## src/source/panel_consts.svh

```systemverilog
// Shared panel constants, included by the packages, the RTL and the testbench
`ifndef PANEL_CONSTS_SVH
`define PANEL_CONSTS_SVH

// Debounced lanes, lane 0 is OSD and lane 1 is user
`define PANEL_N_BTN 2

// Samples kept per lane before the level may change
`define PANEL_DEB_DEPTH 8

// Divider terminal count, one tick every PANEL_TICK_DIV+1 cycles
`define PANEL_TICK_DIV 100000

// Host command that loads the LED overtake mask and state
`define PANEL_CMD_LED 8'h25

`define PANEL_LED_W 8

`endif
```

## src/source/host_cmd_pkg.sv

```systemverilog
// Host word interface types and the command capture states

package host_cmd_pkg;

	// One strobed word from the host
	typedef logic [15:0] host_word_t;

	// Command code, taken from the low byte of the first word in a frame
	typedef logic [7:0] host_cmd_t;

	////////////////////
	// Capture phase within one frame
	// Idle waits for the command word, data takes the rest
	typedef enum logic {
		CMD_IDLE = 1'b0,
		CMD_DATA = 1'b1
	} cmd_phase_t;

endpackage

```

## src/source/panel_types_pkg.sv

```systemverilog
// Panel signal types shared by the button path, the LED path and the testbench
`include "panel_consts.svh"

package panel_types_pkg;

	// One bit per debounced lane
	typedef logic [`PANEL_N_BTN-1:0] btn_vec_t;

	// Main-board LED word
	typedef logic [`PANEL_LED_W-1:0] led_word_t;

	////////////////////
	// LED requests from the core
	// Power and disk carry a control and a value bit
	typedef struct packed {
		logic power_ctrl;
		logic power_val;
		logic disk_ctrl;
		logic disk_val;
		logic user;
	} led_req_t;

	////////////////////
	// Status bits seen by the host, bit order follows the lanes
	typedef struct packed {
		logic btn_user;
		logic btn_osd;
	} panel_stat_t;

endpackage

```

## src/source/panel_io.sv

```systemverilog
// Board panel top level, button sampling and debouncing, host status and LED word
`timescale 1ns/1ps
`include "panel_consts.svh"

module panel_io
	import panel_types_pkg::*;
	import host_cmd_pkg::*;
#(
	parameter int TICK_DIV = `PANEL_TICK_DIV
) (
	input  logic        clk_sys,
	input  logic        resetd,
	input  btn_vec_t    i_btn_board,
	input  btn_vec_t    i_key,
	input  btn_vec_t    i_btn_expander,
	input  btn_vec_t    i_core_btn,
	input  led_req_t    i_led_req,
	input  logic        i_pll_locked,
	input  logic        i_io_uio,
	input  logic        i_io_strobe,
	input  host_word_t  i_io_din,
	output led_word_t   o_led,
	output panel_stat_t o_status
);

	btn_vec_t pressed;
	btn_vec_t levels;
	logic     sample_tick;

	////////////////////
	button_sampler #(
		.TICK_DIV(TICK_DIV)
	) button_sampler_i (
		.clk_sys       (clk_sys),
		.resetd        (resetd),
		.i_btn_board   (i_btn_board),
		.i_key         (i_key),
		.i_btn_expander(i_btn_expander),
		.o_pressed     (pressed),
		.o_sample_tick (sample_tick)
	);

	// One debouncer per lane, all on the shared tick
	for (genvar i = 0; i < `PANEL_N_BTN; i++) begin : g_lane
		button_debounce button_debounce_i (
			.clk_sys      (clk_sys),
			.resetd       (resetd),
			.i_sample_tick(sample_tick),
			.i_pressed    (pressed[i]),
			.o_level      (levels[i])
		);
	end

	////////////////////
	panel_status panel_status_i (
		.clk_sys     (clk_sys),
		.resetd      (resetd),
		.i_levels    (levels),
		.i_core_btn  (i_core_btn),
		.i_led_req   (i_led_req),
		.i_pll_locked(i_pll_locked),
		.i_io_uio    (i_io_uio),
		.i_io_strobe (i_io_strobe),
		.i_io_din    (i_io_din),
		.o_led       (o_led),
		.o_status    (o_status)
	);

endmodule

```

## src/source/panel_status.sv

```systemverilog
// Host LED command capture, LED word mixing and host status bits for the panel
`timescale 1ns/1ps
`include "panel_consts.svh"

module panel_status
	import panel_types_pkg::*;
	import host_cmd_pkg::*;
(
	input  logic        clk_sys,
	input  logic        resetd,
	input  btn_vec_t    i_levels,
	input  btn_vec_t    i_core_btn,
	input  led_req_t    i_led_req,
	input  logic        i_pll_locked,
	input  logic        i_io_uio,
	input  logic        i_io_strobe,
	input  host_word_t  i_io_din,
	output led_word_t   o_led,
	output panel_stat_t o_status
);

	cmd_phase_t phase;
	host_cmd_t  cmd;
	led_word_t  led_overtake;
	led_word_t  led_state;

	logic      led_p;
	logic      led_d;
	logic      led_u;
	led_word_t led_default;
	led_word_t led_mix;
	btn_vec_t  stat_bits;

	////////////////////
	// Command capture
	// First strobed word of a frame is the command, the rest are data
	always_ff @(posedge clk_sys) begin
		if (resetd) begin
			phase        <= CMD_IDLE;
			led_overtake <= '0;
			led_state    <= '0;
		end else if (!i_io_uio) begin
			phase <= CMD_IDLE;
		end else if (i_io_strobe) begin
			case (phase)
				CMD_IDLE: begin
					cmd   <= i_io_din[7:0];
					phase <= CMD_DATA;
				end
				CMD_DATA: begin
					// Mask in the high byte, LED state in the low byte
					if (cmd == `PANEL_CMD_LED) begin
						led_overtake <= i_io_din[15:8];
						led_state    <= i_io_din[7:0];
					end
				end
				default: phase <= CMD_IDLE;
			endcase
		end
	end

	////////////////////
	// Default pattern from the core requests
	// Power lights only under core control
	assign led_p = i_led_req.power_ctrl ? ~i_led_req.power_val : 1'b0;
	// Disk follows its value either way
	assign led_d = ~i_led_req.disk_val;
	assign led_u = ~i_led_req.user;

	assign led_default = {1'b0, i_pll_locked, 1'b0, ~led_p, 1'b0, ~led_d, 1'b0, ~led_u};

	// Host value wins wherever its overtake bit is set
	assign led_mix = (led_overtake & led_state) | (~led_overtake & led_default);

	// Core request can press a button on its own
	assign stat_bits = i_levels | i_core_btn;

	////////////////////
	always_ff @(posedge clk_sys) begin
		if (resetd) begin
			o_led    <= '0;
			o_status <= '0;
		end else begin
			o_led             <= led_mix;
			o_status.btn_osd  <= stat_bits[0];
			o_status.btn_user <= stat_bits[1];
		end
	end

endmodule

```

## src/source/button_debounce.sv

```systemverilog
// One lane debouncer, sets on an all-ones sample history and clears on all zeros
`timescale 1ns/1ps
`include "panel_consts.svh"

module button_debounce (
	input  logic clk_sys,
	input  logic resetd,
	input  logic i_sample_tick,
	input  logic i_pressed,
	output logic o_level
);

	localparam int DEPTH = `PANEL_DEB_DEPTH;

	typedef logic [DEPTH-1:0] deb_hist_t;

	deb_hist_t hist;

	////////////////////
	// History only moves on the sampling tick
	// The level looks at the history as it stood before this shift,
	// so a steady input shows up after DEPTH+1 ticks at most
	always_ff @(posedge clk_sys) begin
		if (resetd) begin
			hist    <= '0;
			o_level <= 1'b0;
		end else if (i_sample_tick) begin
			hist <= {hist[DEPTH-2:0], i_pressed};
			if (&hist) begin
				o_level <= 1'b1;
			end else if (hist == '0) begin
				o_level <= 1'b0;
			end
		end
	end

endmodule

```

## src/source/button_sampler.sv

```systemverilog
// Merges the raw button sources per lane and makes the slow debounce sampling tick
`timescale 1ns/1ps
`include "panel_consts.svh"

module button_sampler
	import panel_types_pkg::*;
#(
	parameter int TICK_DIV = `PANEL_TICK_DIV
) (
	input  logic     clk_sys,
	input  logic     resetd,
	input  btn_vec_t i_btn_board,
	input  btn_vec_t i_key,
	input  btn_vec_t i_btn_expander,
	output btn_vec_t o_pressed,
	output logic     o_sample_tick
);

	localparam int CNT_W = (TICK_DIV > 0) ? $clog2(TICK_DIV + 1) : 1;

	typedef logic [CNT_W-1:0] div_cnt_t;

	localparam div_cnt_t DIV_LAST = div_cnt_t'(TICK_DIV);

	div_cnt_t div_cnt;

	////////////////////
	// Board button and key are active low, expander bit is active high
	always_ff @(posedge clk_sys) begin
		o_pressed <= ~i_btn_board | ~i_key | i_btn_expander;
	end

	////////////////////
	// Free-running divider, tick on wrap
	always_ff @(posedge clk_sys) begin
		if (resetd) begin
			div_cnt       <= '0;
			o_sample_tick <= 1'b0;
		end else if (div_cnt == DIV_LAST) begin
			div_cnt       <= '0;
			o_sample_tick <= 1'b1;
		end else begin
			div_cnt       <= div_cnt + 1'b1;
			o_sample_tick <= 1'b0;
		end
	end

endmodule

```

## config.mk

```make
export PLATFORM = sky130hd
export DESIGN_NAME = panel_io
export DESIGN_NICKNAME = d
export VERILOG_FILES = /design/src/source/host_cmd_pkg.sv /design/src/source/panel_types_pkg.sv /design/src/source/panel_io.sv /design/src/source/panel_status.sv /design/src/source/button_debounce.sv /design/src/source/button_sampler.sv
export VERILOG_INCLUDE_DIRS = /design/src /design/src/source
export SDC_FILE = /design/constraint.sdc
export NUM_CORES = 1
export LEC_CHECK = 0
export BUFFER_PORTS_ARGS = -buffer_cell sky130_fd_sc_hd__buf_4
export CORE_ASPECT_RATIO = 1.5
export CORE_MARGIN = 10
export CORE_UTILIZATION = 50
export CTS_BUF_LIST = sky130_fd_sc_hd__clkbuf_8
export DETAILED_ROUTE_END_ITERATION = 7
export GPL_ROUTABILITY_DRIVEN = 0
export PLACE_DENSITY_LB_ADDON = 0.25
export SKIP_CTS_REPAIR_TIMING = 1
export SLEW_MARGIN = 10
export SYNTH_ARGS = -nofsm -noshare
export SYNTH_HDL_FRONTEND = slang
export SYNTH_SLANG_ARGS = --single-unit
```

## constraint.sdc

```tcl
create_clock -name clk_sys -period 4.7 [get_ports clk_sys]
set_clock_uncertainty 0.2 [all_clocks]
set_input_delay 0.235 -clock clk_sys [delete_from_list [all_inputs] [get_ports clk_sys]]
set_output_delay 0.235 -clock clk_sys [all_outputs]
set_load 0.05 [all_outputs]
```

==> results.md, run 1 <==
* Vertical die dimension at ~110 um
* Post-synthesis cell type count at 34
* Status: finished, final reports clean
* Worst relative slew slack at ~36%
* R2R cell count at 5
* Number of buffers inserted by port buffering at 42
* Largest net degree at the start of global routing at 49
* Routed wire length per instance at ~13 um
* Total routed wirelength at 5340 um
* Count of antenna diodes in the layout at 0
* Crit Path Max Fanout at 14
* Register Area at approximately 0.0015 mm^2
* Final cycle utilization of the critical path at between 40% and 50%
* Internal power summed over all cells at a little over 900 uW
* Layout fillers at 444
* Worst hold slack at between 0.05 and 0.06 ns
* CTS clock-pin slew for the worst setup and hold paths at around 0.08 ns
* Number of primary I/O pins at between 40 and 50
* WHS Endpoint: panel_status_i.o_led[4]
* Half-perimeter wire length after detailed placement at around 3600 um
* Number of global-route vias before repair at 1851
* Part of the Yosys area used for sequential elements at 56.0%
* Starting density of the core at about half
* Number of setup violations in the final report at 0
* Antenna violation net count after detailed routing at 0
* Hold path startpoint: i_led_req[3]
* Area delta synth->final at 30.5%
* Yosys warnings at 0
* Core area at between 0.005 and 0.006 mm^2
* Layout Nets at 371
* Reg-to-Reg Start: panel_status_i.cmd[1]
* Achievable frequency at 0.455 GHz
* Most used cells in the layout excluding fill and tap cells: 65 x sky130_fd_sc_hd__dfxtp_1, 64 x sky130_fd_sc_hd__nor2_1, 44 x sky130_fd_sc_hd__buf_4
* Mean Syn Cell Area at approximately 10 um^2
* TritonCTS buffer count at 9
* Pwr Density at approximately 330 mW/mm^2
* Startpoint class of the critical path: register
* Data arrival time of the critical path at roughly 2.2 ns
* NetSw at between 200 and 300 uW
* Clock tree from TritonCTS: done
* Post-Route Utilization at 66.4%
* Category of the critical setup timing path: reg -> reg
* DR pass1 iterations at 4
* Gr ovfl total at 0
* Initial antenna violation count at 0
* Number of DRC violations after detailed routing at 0
* Wire length of the first global-routing pass at ~8500 um
* Maximum root-to-sink buffer count at 2
* Number of vias in the routed layout at approximately 2000
* Slew at the pin closest to its max-slew limit at 0.954 ns
* Drt first-iter violations at between 100 and 150
* Commonest non-fill, non-tap cell in the layout: sky130_fd_sc_hd__dfxtp_1
* Switching power as a share of total power at between 20 and 25%
* Combinational power share at 6.3%
* R2R Setup Slk at around 2.5 ns
* Number of sinks handled by clock tree synthesis at 73
* Register bit total from synthesis at 73
* Number of vias per cell after detailed routing at ~5.0
* Synthesized area at 0.00275 mm^2
* Category of the worst setup path capture point: register
* Leak pwr at about 0.0013 uW
* Multi-input logic area at approximately 0.0011 mm^2
* Critical R2R Capture: panel_status_i.led_state[4]
* WHS Path Cells at 3
* Worst IR Drop VDD at just under 0.3 mV
* Kind of path behind the tightest hold check: in -> reg
* Cell count after synthesis at roughly 260
* Period minus WS final at 2.20 ns
* Number of nets in the synthesized netlist at 300
* Clock power share at about two fifths
* Required arrival time at the worst endpoint at 4.72 ns
* Clock insertion delay at the later pin of the skew report at 0.34 ns
* Number of max-capacitance violations reported at 0
* Max-slew violation total from the final report at 0
* Proportion of layout cells with a drive suffix above 1 at 18.5%
* Share of total power in sequential cells at 53.7%
* Die area at 0.00893 mm^2
* Tot GR Track Use at roughly an eighth
* CTS Root Buffer Type: sky130_fd_sc_hd__clkbuf_8
* Setup_tns at 0 ns
* Unrepaired setup endpoints after global routing: no
* Max H-tree Level at 3
* Number of core rows at 33
* Number of hold violations in the final report at 0
* Horiz. Die Dim at 80.6 um
[worst max path at each step]
stage	from	endpoint	slack, ns
after global placement	button_sampler_i.o_sample_tick	g_lane[1].button_debounce_i.o_level	2.54
after global routing	button_sampler_i.o_sample_tick	g_lane[1].button_debounce_i.o_level	2.37
final	panel_status_i.cmd[1]	panel_status_i.led_state[4]	2.50
after CTS	panel_status_i.cmd[1]	panel_status_i.led_state[4]	2.48
after detailed placement	panel_status_i.cmd[1]	panel_status_i.led_state[4]	2.51
after floorplan	panel_status_i.cmd[1]	panel_status_i.led_overtake[7]	2.56
[Yosys cell counts]
library cell               number  share of area [%]
sky130_fd_sc_hd__edfxtp_1       8                8.7
sky130_fd_sc_hd__nand2_1        7               0.96
sky130_fd_sc_hd__or4_1          3               0.82
sky130_fd_sc_hd__o21ai_0        5               0.91
sky130_fd_sc_hd__and2_1         1               0.23
sky130_fd_sc_hd__o31ai_1        1               0.27
sky130_fd_sc_hd__or4b_2         2               0.73
sky130_fd_sc_hd__nor2_1        64                8.7
sky130_fd_sc_hd__and4_1         3               0.96
sky130_fd_sc_hd__nand2b_1       2               0.45
sky130_fd_sc_hd__a21oi_1        4               0.73
sky130_fd_sc_hd__buf_1          4               0.55
sky130_fd_sc_hd__ha_1           2               0.91
sky130_fd_sc_hd__and3_1         2               0.45
sky130_fd_sc_hd__nor4_4         1               0.77
sky130_fd_sc_hd__or3_1          1               0.23
sky130_fd_sc_hd__nor3_1         1               0.18
sky130_fd_sc_hd__clkbuf_1       7               0.96
sky130_fd_sc_hd__or4b_4         1               0.50
sky130_fd_sc_hd__nand3b_1       2               0.55
sky130_fd_sc_hd__nor3b_1        1               0.27
sky130_fd_sc_hd__and4b_1        1               0.36
sky130_fd_sc_hd__xor2_1         7                2.2
sky130_fd_sc_hd__mux2i_1       35                 13
sky130_fd_sc_hd__buf_6          1               0.41
sky130_fd_sc_hd__inv_1          4               0.55
sky130_fd_sc_hd__nor4bb_1       2               0.73
sky130_fd_sc_hd__nand4_1       14                3.2
sky130_fd_sc_hd__dfxtp_1       65                 47
sky130_fd_sc_hd__nor4b_1        2               0.64
sky130_fd_sc_hd__nand3_1        3               0.55
sky130_fd_sc_hd__a221oi_1       1               0.32
sky130_fd_sc_hd__xnor2_1        6                1.9
sky130_fd_sc_hd__nor4_1         1               0.23
[per-stage QoR]
step	cell area (um^2)	setup slack, ns	std cells	total power, uW
2_1_floorplan	2750	2.56	264	682
3_3_place_gp	3120	2.54	366	712
3_5_place_dp	3120	2.51	366	713
4_1_cts	3310	2.48	382	1190
5_1_grt	3590	2.37	410	1240
6_report	3590	2.50	410	1190
[metal layers]
layer	global-route usage [%]	share of wire [%]	up-vias
li1	-	-	1058
met3	4.38	4.6	10
met2	18.8	51	33
met4	8.14	2.6	0
met5	0	0	-
met1	13.0	42	949
[state kept, by name, indices dropped and copies added, names as in the netlist]
name	count
panel_status_i.o_led	8
panel_status_i.phase	1
button_sampler_i.div_cnt	17
panel_status_i.cmd	8
button_sampler_i.o_pressed	2
g_lane.button_debounce_i.hist	16
panel_status_i.led_overtake	8
button_sampler_i.o_sample_tick	1
panel_status_i.led_state	8
panel_status_i.o_status	2
g_lane.button_debounce_i.o_level	2
[worst max-delay path, stage by stage (launching register included)]
cell and delay, ns:
sky130_fd_sc_hd__edfxtp_1 0.37, sky130_fd_sc_hd__or4b_4 0.56, sky130_fd_sc_hd__nor4_4 0.32, sky130_fd_sc_hd__buf_4 0.33, sky130_fd_sc_hd__mux2i_1 0.23, sky130_fd_sc_hd__nor2_1 0.05
[power groups by stage]
| stage | Clock (uW) | Sequential [uW] | Combinational (uW) |
|---|---|---|---|
| 6_report | 478 | 641 | 75.0 |
| 5_1_grt | 515 | 642 | 81.3 |
| 4_1_cts | 492 | 641 | 56.8 |
| 3_5_place_dp | 0 | 656 | 56.6 |
| 3_3_place_gp | 0 | 656 | 56.1 |
| 2_1_floorplan | 0 | 665 | 16.9 |
[cells by family after synthesis]
logic type | synth area share (%)
AND/OR/NAND/NOR | 21.5
flip-flops | 56.0
multiplexers | 12.7
buffers and inverters | 2.46
XOR/XNOR | 4.14
AO/OA/AOI/OAI | 2.23
adder cells (fa/ha/maj) | 0.909
[cell type report]
class,instances,area share (%)
timing repair buffer,72,17.0
clock buffer,9,3.45
clock inverter,7,1.95
inverter,4,0.418
tap,70,2.44
multi-input combinational,175,31.8
sequential,73,42.9
(Power assumes the default switching activity.)
==> inputs of run 2 (changes only) <==
==> constraint.sdc (replaced) <==
create_clock -name clk_sys -period 2.15 [get_ports clk_sys]
set_clock_uncertainty 0.2 [all_clocks]
set_input_delay 0.1075 -clock clk_sys [delete_from_list [all_inputs] [get_ports clk_sys]]
set_output_delay 0.1075 -clock clk_sys [all_outputs]
set_load 0.05 [all_outputs]
==> run 2 against run 1 <==
  * Setup slack got worse by 2.4 ns
  * Fmax rose by 8.8%
  * Register-to-register slack got worse by 2.4 ns
  * Critical path depth did not move
  * Highest routed layer unchanged
  * Cell count rose by 1.5%
==> results.md, run 2 (same netlist as run 1, synthesis figures left out) <==
* Status: finished, final reports clean
* Largest net degree at the start of global routing at 36
* Required arrival time at the worst endpoint at between 2 and 2.5 ns
* Largest register FFs at 17
* Crit Path Max Fanout at 14
* Kind of path behind the tightest hold check: reg -> reg
* Maximum root-to-sink buffer count at 2
* Number of sinks handled by clock tree synthesis at 73
* Met2 track demand over resource at a little under a fifth
* Gr ovfl total at 0
* Count of antenna diodes in the layout at 0
* Biggest registers after layout: button_sampler_i.div_cnt (17), g_lane.button_debounce_i.hist (16)
* Clock tree from TritonCTS: done
* Unrepaired setup endpoints after global routing: no
* Achievable frequency at between 0.4 and 0.5 GHz
* Layout fillers at between 400 and 500
* Largest delay share family, worst path: simple AND/OR/NAND/NOR gates
* Number of buffers inserted by port buffering at 42
* Ordered cell list for the critical path: or4b_4, nor4_4, buf_12, mux2i_1, nor2_1
* Area delta synth->final at 32.9%
* Drt first-iter violations at around 100
* Number of global-route vias before repair at between 1500 and 2000
* Biggest register: button_sampler_i.div_cnt
* Data arrival time of the critical path at between 2 and 2.5 ns
* Setup_tns at 0 ns
* Largest stage delay, worst path at about 0.56 ns
* Number of core rows at 33
* Most used cells in the layout excluding fill and tap cells: 65 x sky130_fd_sc_hd__dfxtp_1, 64 x sky130_fd_sc_hd__nor2_1, 47 x sky130_fd_sc_hd__buf_4
* Number of primary I/O pins at between 40 and 50
* CTS Root Buffer Type: sky130_fd_sc_hd__clkbuf_8
* Total routed wirelength at around 5500 um
* Number of DRC violations after detailed routing at 0
* Post-Route Utilization at 67.6%
* Starting density of the core at roughly half
* Horiz. Die Dim at about 81 um
* Category of the critical setup timing path: reg -> reg
* DR pass1 iterations at 4
* Wire length of the first global-routing pass at approximately 8600 um
* Clock insertion delay at the later pin of the skew report at 0.34 ns
* Worst Path Buf+Inv at 1
* Pwr Density at just over 700 mW/mm^2
* Layout Nets at ~380
* Worst IR Drop VDD at a little under 0.6 mV
* Number of max-capacitance violations reported at 0
* Number of vias in the routed layout at between 2000 and 2500
* Commonest non-fill, non-tap cell in the layout: sky130_fd_sc_hd__dfxtp_1
* Slew at the pin closest to its max-slew limit at between 0.6 and 0.7 ns
* CTS clock-pin slew for the worst setup and hold paths at 0.07 ns
* Startpoint class of the critical path: register
* Most used routing layer in global routing: met2
* Leak pwr at 0.00137 uW
* Number of hold violations in the final report at 0
* Core area at roughly 0.0054 mm^2
* Max-slew violation total from the final report at 0
* Routed wire length per instance at between 10 and 15 um
* Antenna violation net count after detailed routing at 0
* Number of vias per cell after detailed routing at roughly 5
* Number of setup violations in the final report at 0
* Highest-delay cell along the critical path: sky130_fd_sc_hd__or4b_4
* Met1 Usage GRT at roughly 13%
* Vertical die dimension at about 110 um
* Category of the worst setup path capture point: register
* Proportion of layout cells with a drive suffix above 1 at 19.4%
* Final cycle utilization of the critical path at roughly 94%
* Worst relative slew slack at approximately 57%
* Max H-tree Level at 3
* Initial antenna violation count at 0
* Half-perimeter wire length after detailed placement at between 3000 and 4000 um
* Period minus WS final at between 2 and 2.5 ns
* Die area at around 0.009 mm^2
* Tot GR Track Use at about an eighth
* TritonCTS buffer count at 9
* M3 GR Usage at under 10%
==> run 2: worst paths after layout <==
check	start	endpoint	slack (ns)	depth (start not counted)
setup reg to reg	panel_status_i.cmd[1]	panel_status_i.led_state[4]	0.13	5
setup / recovery	panel_status_i.cmd[1]	panel_status_i.led_state[4]	0.13	5
hold / removal	panel_status_i.led_state[5]	panel_status_i.o_led[5]	0.24	2
hold reg to reg	panel_status_i.led_state[5]	panel_status_i.o_led[5]	0.24	2
==> run 2: through the flow <==
| stage | worst slack, ns | power, uW | hold slack [ns] | std cells | area [um^2] |
|---|---|---|---|---|---|
| floorplan | 0.00686 | 1490 | -0.00936 | 264 | 2750 |
| global placement | 0.178 | 1560 | 0.0955 | 370 | 3160 |
| detailed placement | 0.131 | 1560 | 0.0985 | 370 | 3160 |
| CTS | 0.119 | 2610 | -0.272 | 386 | 3360 |
| global route | 0.0501 | 2700 | 0.262 | 416 | 3660 |
| finish | 0.129 | 2610 | 0.235 | 416 | 3660 |
==> run 2: routing by layer <==
| metal | share of wire (%) | vias up |
|---|---|---|
| met2 | 52 | 31 |
| li1 | - | 1075 |
| met1 | 42 | 1002 |
| met5 | 0 | - |
| met3 | 3.6 | 12 |
| met4 | 2.3 | 0 |
==> run 2: where the power goes <==
| group | total, uW | switching [uW] | leakage, uW | internal, uW |
|---|---|---|---|---|
| clock | 1040 | 482 | 0.000103 | 561 |
| combinational | 169 | 74.4 | 0.000664 | 94.3 |
| sequential | 1400 | 9.55 | 0.000600 | 1390 |
==> run 2: tightest hold or removal path: cells and delay by family (launching register included) <==
kind             cells  cell delay [ns]
flip-flops           1             0.31
AND/OR/NAND/NOR      2             0.08
==> run 2: final cells by class <==
class | instances | area (um^2) | share of cell area, %
Multi-Input combinational cell | 175 | 1140 | 31.2
Inverter | 4 | 15.0 | 0.411
Timing Repair Buffer | 78 | 673 | 18.4
Sequential cell | 73 | 1540 | 42.1
Tap cell | 70 | 87.6 | 2.39
Clock inverter | 6 | 60.1 | 1.64
Clock buffer | 10 | 138 | 3.76
==> inputs of run 3 (changes only) <==
--- a/config.mk
+++ b/config.mk
@@ -11,11 +11,13 @@
 export CORE_MARGIN = 10
 export CORE_UTILIZATION = 50
 export CTS_BUF_LIST = sky130_fd_sc_hd__clkbuf_8
+export CTS_CLUSTER_DIAMETER = 120
 export DETAILED_ROUTE_END_ITERATION = 7
 export GPL_ROUTABILITY_DRIVEN = 0
 export PLACE_DENSITY_LB_ADDON = 0.25
 export SKIP_CTS_REPAIR_TIMING = 1
-export SLEW_MARGIN = 10
+export SLEW_MARGIN = 15
 export SYNTH_ARGS = -nofsm -noshare
 export SYNTH_HDL_FRONTEND = slang
+export SYNTH_HIERARCHICAL = 1
 export SYNTH_SLANG_ARGS = --single-unit
==> run 3 against run 2 <==
  * Synthesized cell count up 7.2%
  * Non-clock buffer count unchanged
  * Combinational power up 12%
  * Sequential power about the same
  * Cell area up 5.3%
  * Clock power up 12%
  * Register-to-register slack better by 0.097 ns
  * Cell count up 5.0%
  * Area after synthesis up 7.3%
  * Setup slack better by 0.097 ns
  * Global-route usage about the same
  * Worst hold slack worse by 0.22 ns
  * Critical endpoint is now panel_status_i/led_overtake[0]
==> results.md, run 3 <==
* Initial antenna violation count at 0
* Worst setup slack after placement at 0.235 ns
* TritonCTS buffer count at 9
* Share of flip-flops with an asynchronous set or reset after synthesis at 0%
* Proportion of layout cells with a drive suffix above 1 at roughly 20%
* Horiz. Die Dim at approximately 83 um
* Most frequent cell after synthesis: sky130_fd_sc_hd__dfxtp_1
* Number of global-route vias before repair at approximately 2000
* Biggest registers after layout: button_sampler_i/div_cnt (17), g_lane.button_debounce_i/hist (16)
* Required arrival time at the worst endpoint at between 2 and 2.5 ns
* Clock power share at a little over two fifths
* Leak pwr at 0.00143 uW
* Pwr Density at between 700 and 800 mW/mm^2
* Number of setup violations in the final report at 0
* Mean Syn Cell Area at ~10 um^2
* Register Area at around 0.0015 mm^2
* Most frequent cells after synthesis: 65 x sky130_fd_sc_hd__dfxtp_1, 49 x sky130_fd_sc_hd__nor2_1, 35 x sky130_fd_sc_hd__mux2i_1
* Number of vias per cell after detailed routing at 5.03
* Starting density of the core at roughly half
* Half-perimeter wire length after detailed placement at 3870 um
* Wire length of the first global-routing pass at between 8000 and 9000 um
* Clock tree from TritonCTS: done
* Clock insertion delay at the later pin of the skew report at 0.35 ns
* NetSw at 578 uW
* Layout Nets at between 300 and 400
* Status: finished, final reports clean
* Switching power as a share of total power at a little over a fifth
* DR pass1 iterations at 5
* Share of total power in sequential cells at just over 50%
* Synthesized area at 0.00295 mm^2
* Worst setup slack after layout at about 0.23 ns
* Largest area contributor in the netlist: sky130_fd_sc_hd__dfxtp_1
* Number of hold violations in the final report at 0
* Data arrival time of the critical path at roughly 2 ns
* Yosys warnings at 6
* Count of antenna diodes in the layout at 0
* Cell count after placement at approximately 390
* Antenna violation net count after detailed routing at 0
* CTS clock-pin slew for the worst setup and hold paths at roughly 0.080 ns
* Kind of path behind the tightest hold check: in -> reg
* Cell count after synthesis at 283
* Drt first-iter violations at approximately 160
* Category of the worst setup path capture point: register
* Number of primary I/O pins at 44
* Layout fillers at around 470
* Max-slew violation total from the final report at 0
* Category of the critical setup timing path: reg -> reg
* Die area at 0.00944 mm^2
* CTS Root Buffer Type: sky130_fd_sc_hd__clkbuf_8
* Post-synthesis cell type count at 38
* Number of DRC violations after detailed routing at 0
* Count of non-filler cells in the finished layout at about 440
* Slew at the pin closest to its max-slew limit at ~0.5 ns
* Register bit total from synthesis at 73
* Number of buffers inserted by port buffering at 42
* Crit Path Max Fanout at 8
* Number of max-capacitance violations reported at 0
* Commonest non-fill, non-tap cell in the layout: sky130_fd_sc_hd__dfxtp_1
* Worst relative slew slack at between 60% and 70%
* Biggest register: button_sampler_i/div_cnt
* Total routed wirelength at 5830 um
* Startpoint class of the critical path: register
* Gr ovfl total at 0
* Combinational power share at 6.9%
* Core area at approximately 0.0058 mm^2
* Routed wire length per instance at approximately 13 um
* Tot GR Track Use at a little under an eighth
* Vertical die dimension at between 100 and 150 um
* Number of vias in the routed layout at ~2200
* Number of sinks handled by clock tree synthesis at between 70 and 80
* Largest register FFs at 17
* Setup_tns at 0 ns
* Final cycle utilization of the critical path at between 80% and 90%
* Main synth FF type: sky130_fd_sc_hd__dfxtp_1
* Achievable frequency at approximately 0.52 GHz
* Period minus WS final at ~1.9 ns
* Internal power summed over all cells at 2180 uW
* Number of synthesized flops with an enable pin at 8
* Most used cells in the layout excluding fill and tap cells: 65 x sky130_fd_sc_hd__dfxtp_1, 49 x sky130_fd_sc_hd__nor2_1, 49 x sky130_fd_sc_hd__buf_4
* Max H-tree Level at 3
* Multi-input logic area at between 0.001 and 0.0015 mm^2
* Unrepaired setup endpoints after global routing: no
* Largest net degree at the start of global routing at 61
* Worst IR Drop VDD at slightly below 0.5 mV
* Largest cells by area after synthesis: sky130_fd_sc_hd__dfxtp_1 44%, sky130_fd_sc_hd__mux2i_1 12%, sky130_fd_sc_hd__edfxtp_1 8.1%, sky130_fd_sc_hd__nand2b_1 7.0%, sky130_fd_sc_hd__nor2_1 6.2%
* Synth top area share at around 44%
* Number of nets in the synthesized netlist at approximately 320
* Number of core rows at 34
* Maximum root-to-sink buffer count at 2
* Part of the Yosys area used for sequential elements at 52.2%
* Area delta synth->final at 30.4%
==> run 3: cell types whose count changed in the layout (fill, tap and decap cells not counted), moves of 3 or more <==
cell	delta
sky130_fd_sc_hd__inv_1	+3
sky130_fd_sc_hd__nand2b_1	+31
sky130_fd_sc_hd__nand3_1	+4
sky130_fd_sc_hd__nand4_1	-3
sky130_fd_sc_hd__nor2_1	-15
sky130_fd_sc_hd__o21ai_0	-4
==> run 3: worst paths after layout <==
check,start,to,slack [ns],cells after the start
hold reg to reg,panel_status_i/led_state[5],panel_status_i/o_led[5],0.23,2
setup / recovery,panel_status_i/cmd[1],panel_status_i/led_overtake[0],0.23,4
setup reg to reg,panel_status_i/cmd[1],panel_status_i/led_overtake[0],0.23,4
hold / removal,resetd,button_sampler_i/o_sample_tick,0.01,2
==> run 3: cell type report <==
type	count	share of cell area, %
sequential	73	40.0
multi-input combinational	190	34.1
timing repair buffer	78	17.1
clock buffer	10	3.57
tap	72	2.34
clock inverter	6	2.11
inverter	8	0.780
==> run 3: power by group through the flow <==
stage / clock [uW] / combinational [uW] / sequential (uW)
2_1_floorplan: 0 / 54.7 / 1450
3_3_place_gp: 0 / 146 / 1430
3_5_place_dp: 0 / 148 / 1430
4_1_cts: 1180 / 150 / 1400
5_1_grt: 1230 / 206 / 1400
6_report: 1160 / 190 / 1400
==> run 3: kinds of logic after synthesis <==
kind of cell | count (synthesis) | share of synthesized area [%]
buffers and inverters | 20 | 3.35
multiplexers | 35 | 11.9
AND/OR/NAND/NOR | 130 | 24.8
AO/OA/AOI/OAI | 10 | 3.09
flip-flops | 73 | 52.2
XOR/XNOR | 13 | 3.86
adder cells (fa/ha/maj) | 2 | 0.847
==> run 3: per-stage QoR <==
step	hold slack [ns]	total power [uW]	util [%]	instance area, um^2
finish	0.0107	2760	66.6	3850
global route	0.0358	2840	66.6	3850
CTS	-0.265	2740	61.5	3560
detailed placement	0.0986	1580	57.8	3340
global placement	0.0960	1580	57.8	3340
floorplan	-0.0201	1510	-	2950
==> run 3: routing by layer <==
layer / routed length, um / track usage (%)
met5: 0 / 0
met2: 3000 / 19.4
met3: 331 / 4.95
met1: 2400 / 13.0
met4: 98 / 5.38
==> run 3: critical path: stages, from the launching register on <==
cell                       delay (ns)
sky130_fd_sc_hd__edfxtp_1        0.38
sky130_fd_sc_hd__or4b_4          0.56
sky130_fd_sc_hd__nor4_4          0.25
sky130_fd_sc_hd__buf_4           0.25
sky130_fd_sc_hd__mux2i_1         0.21
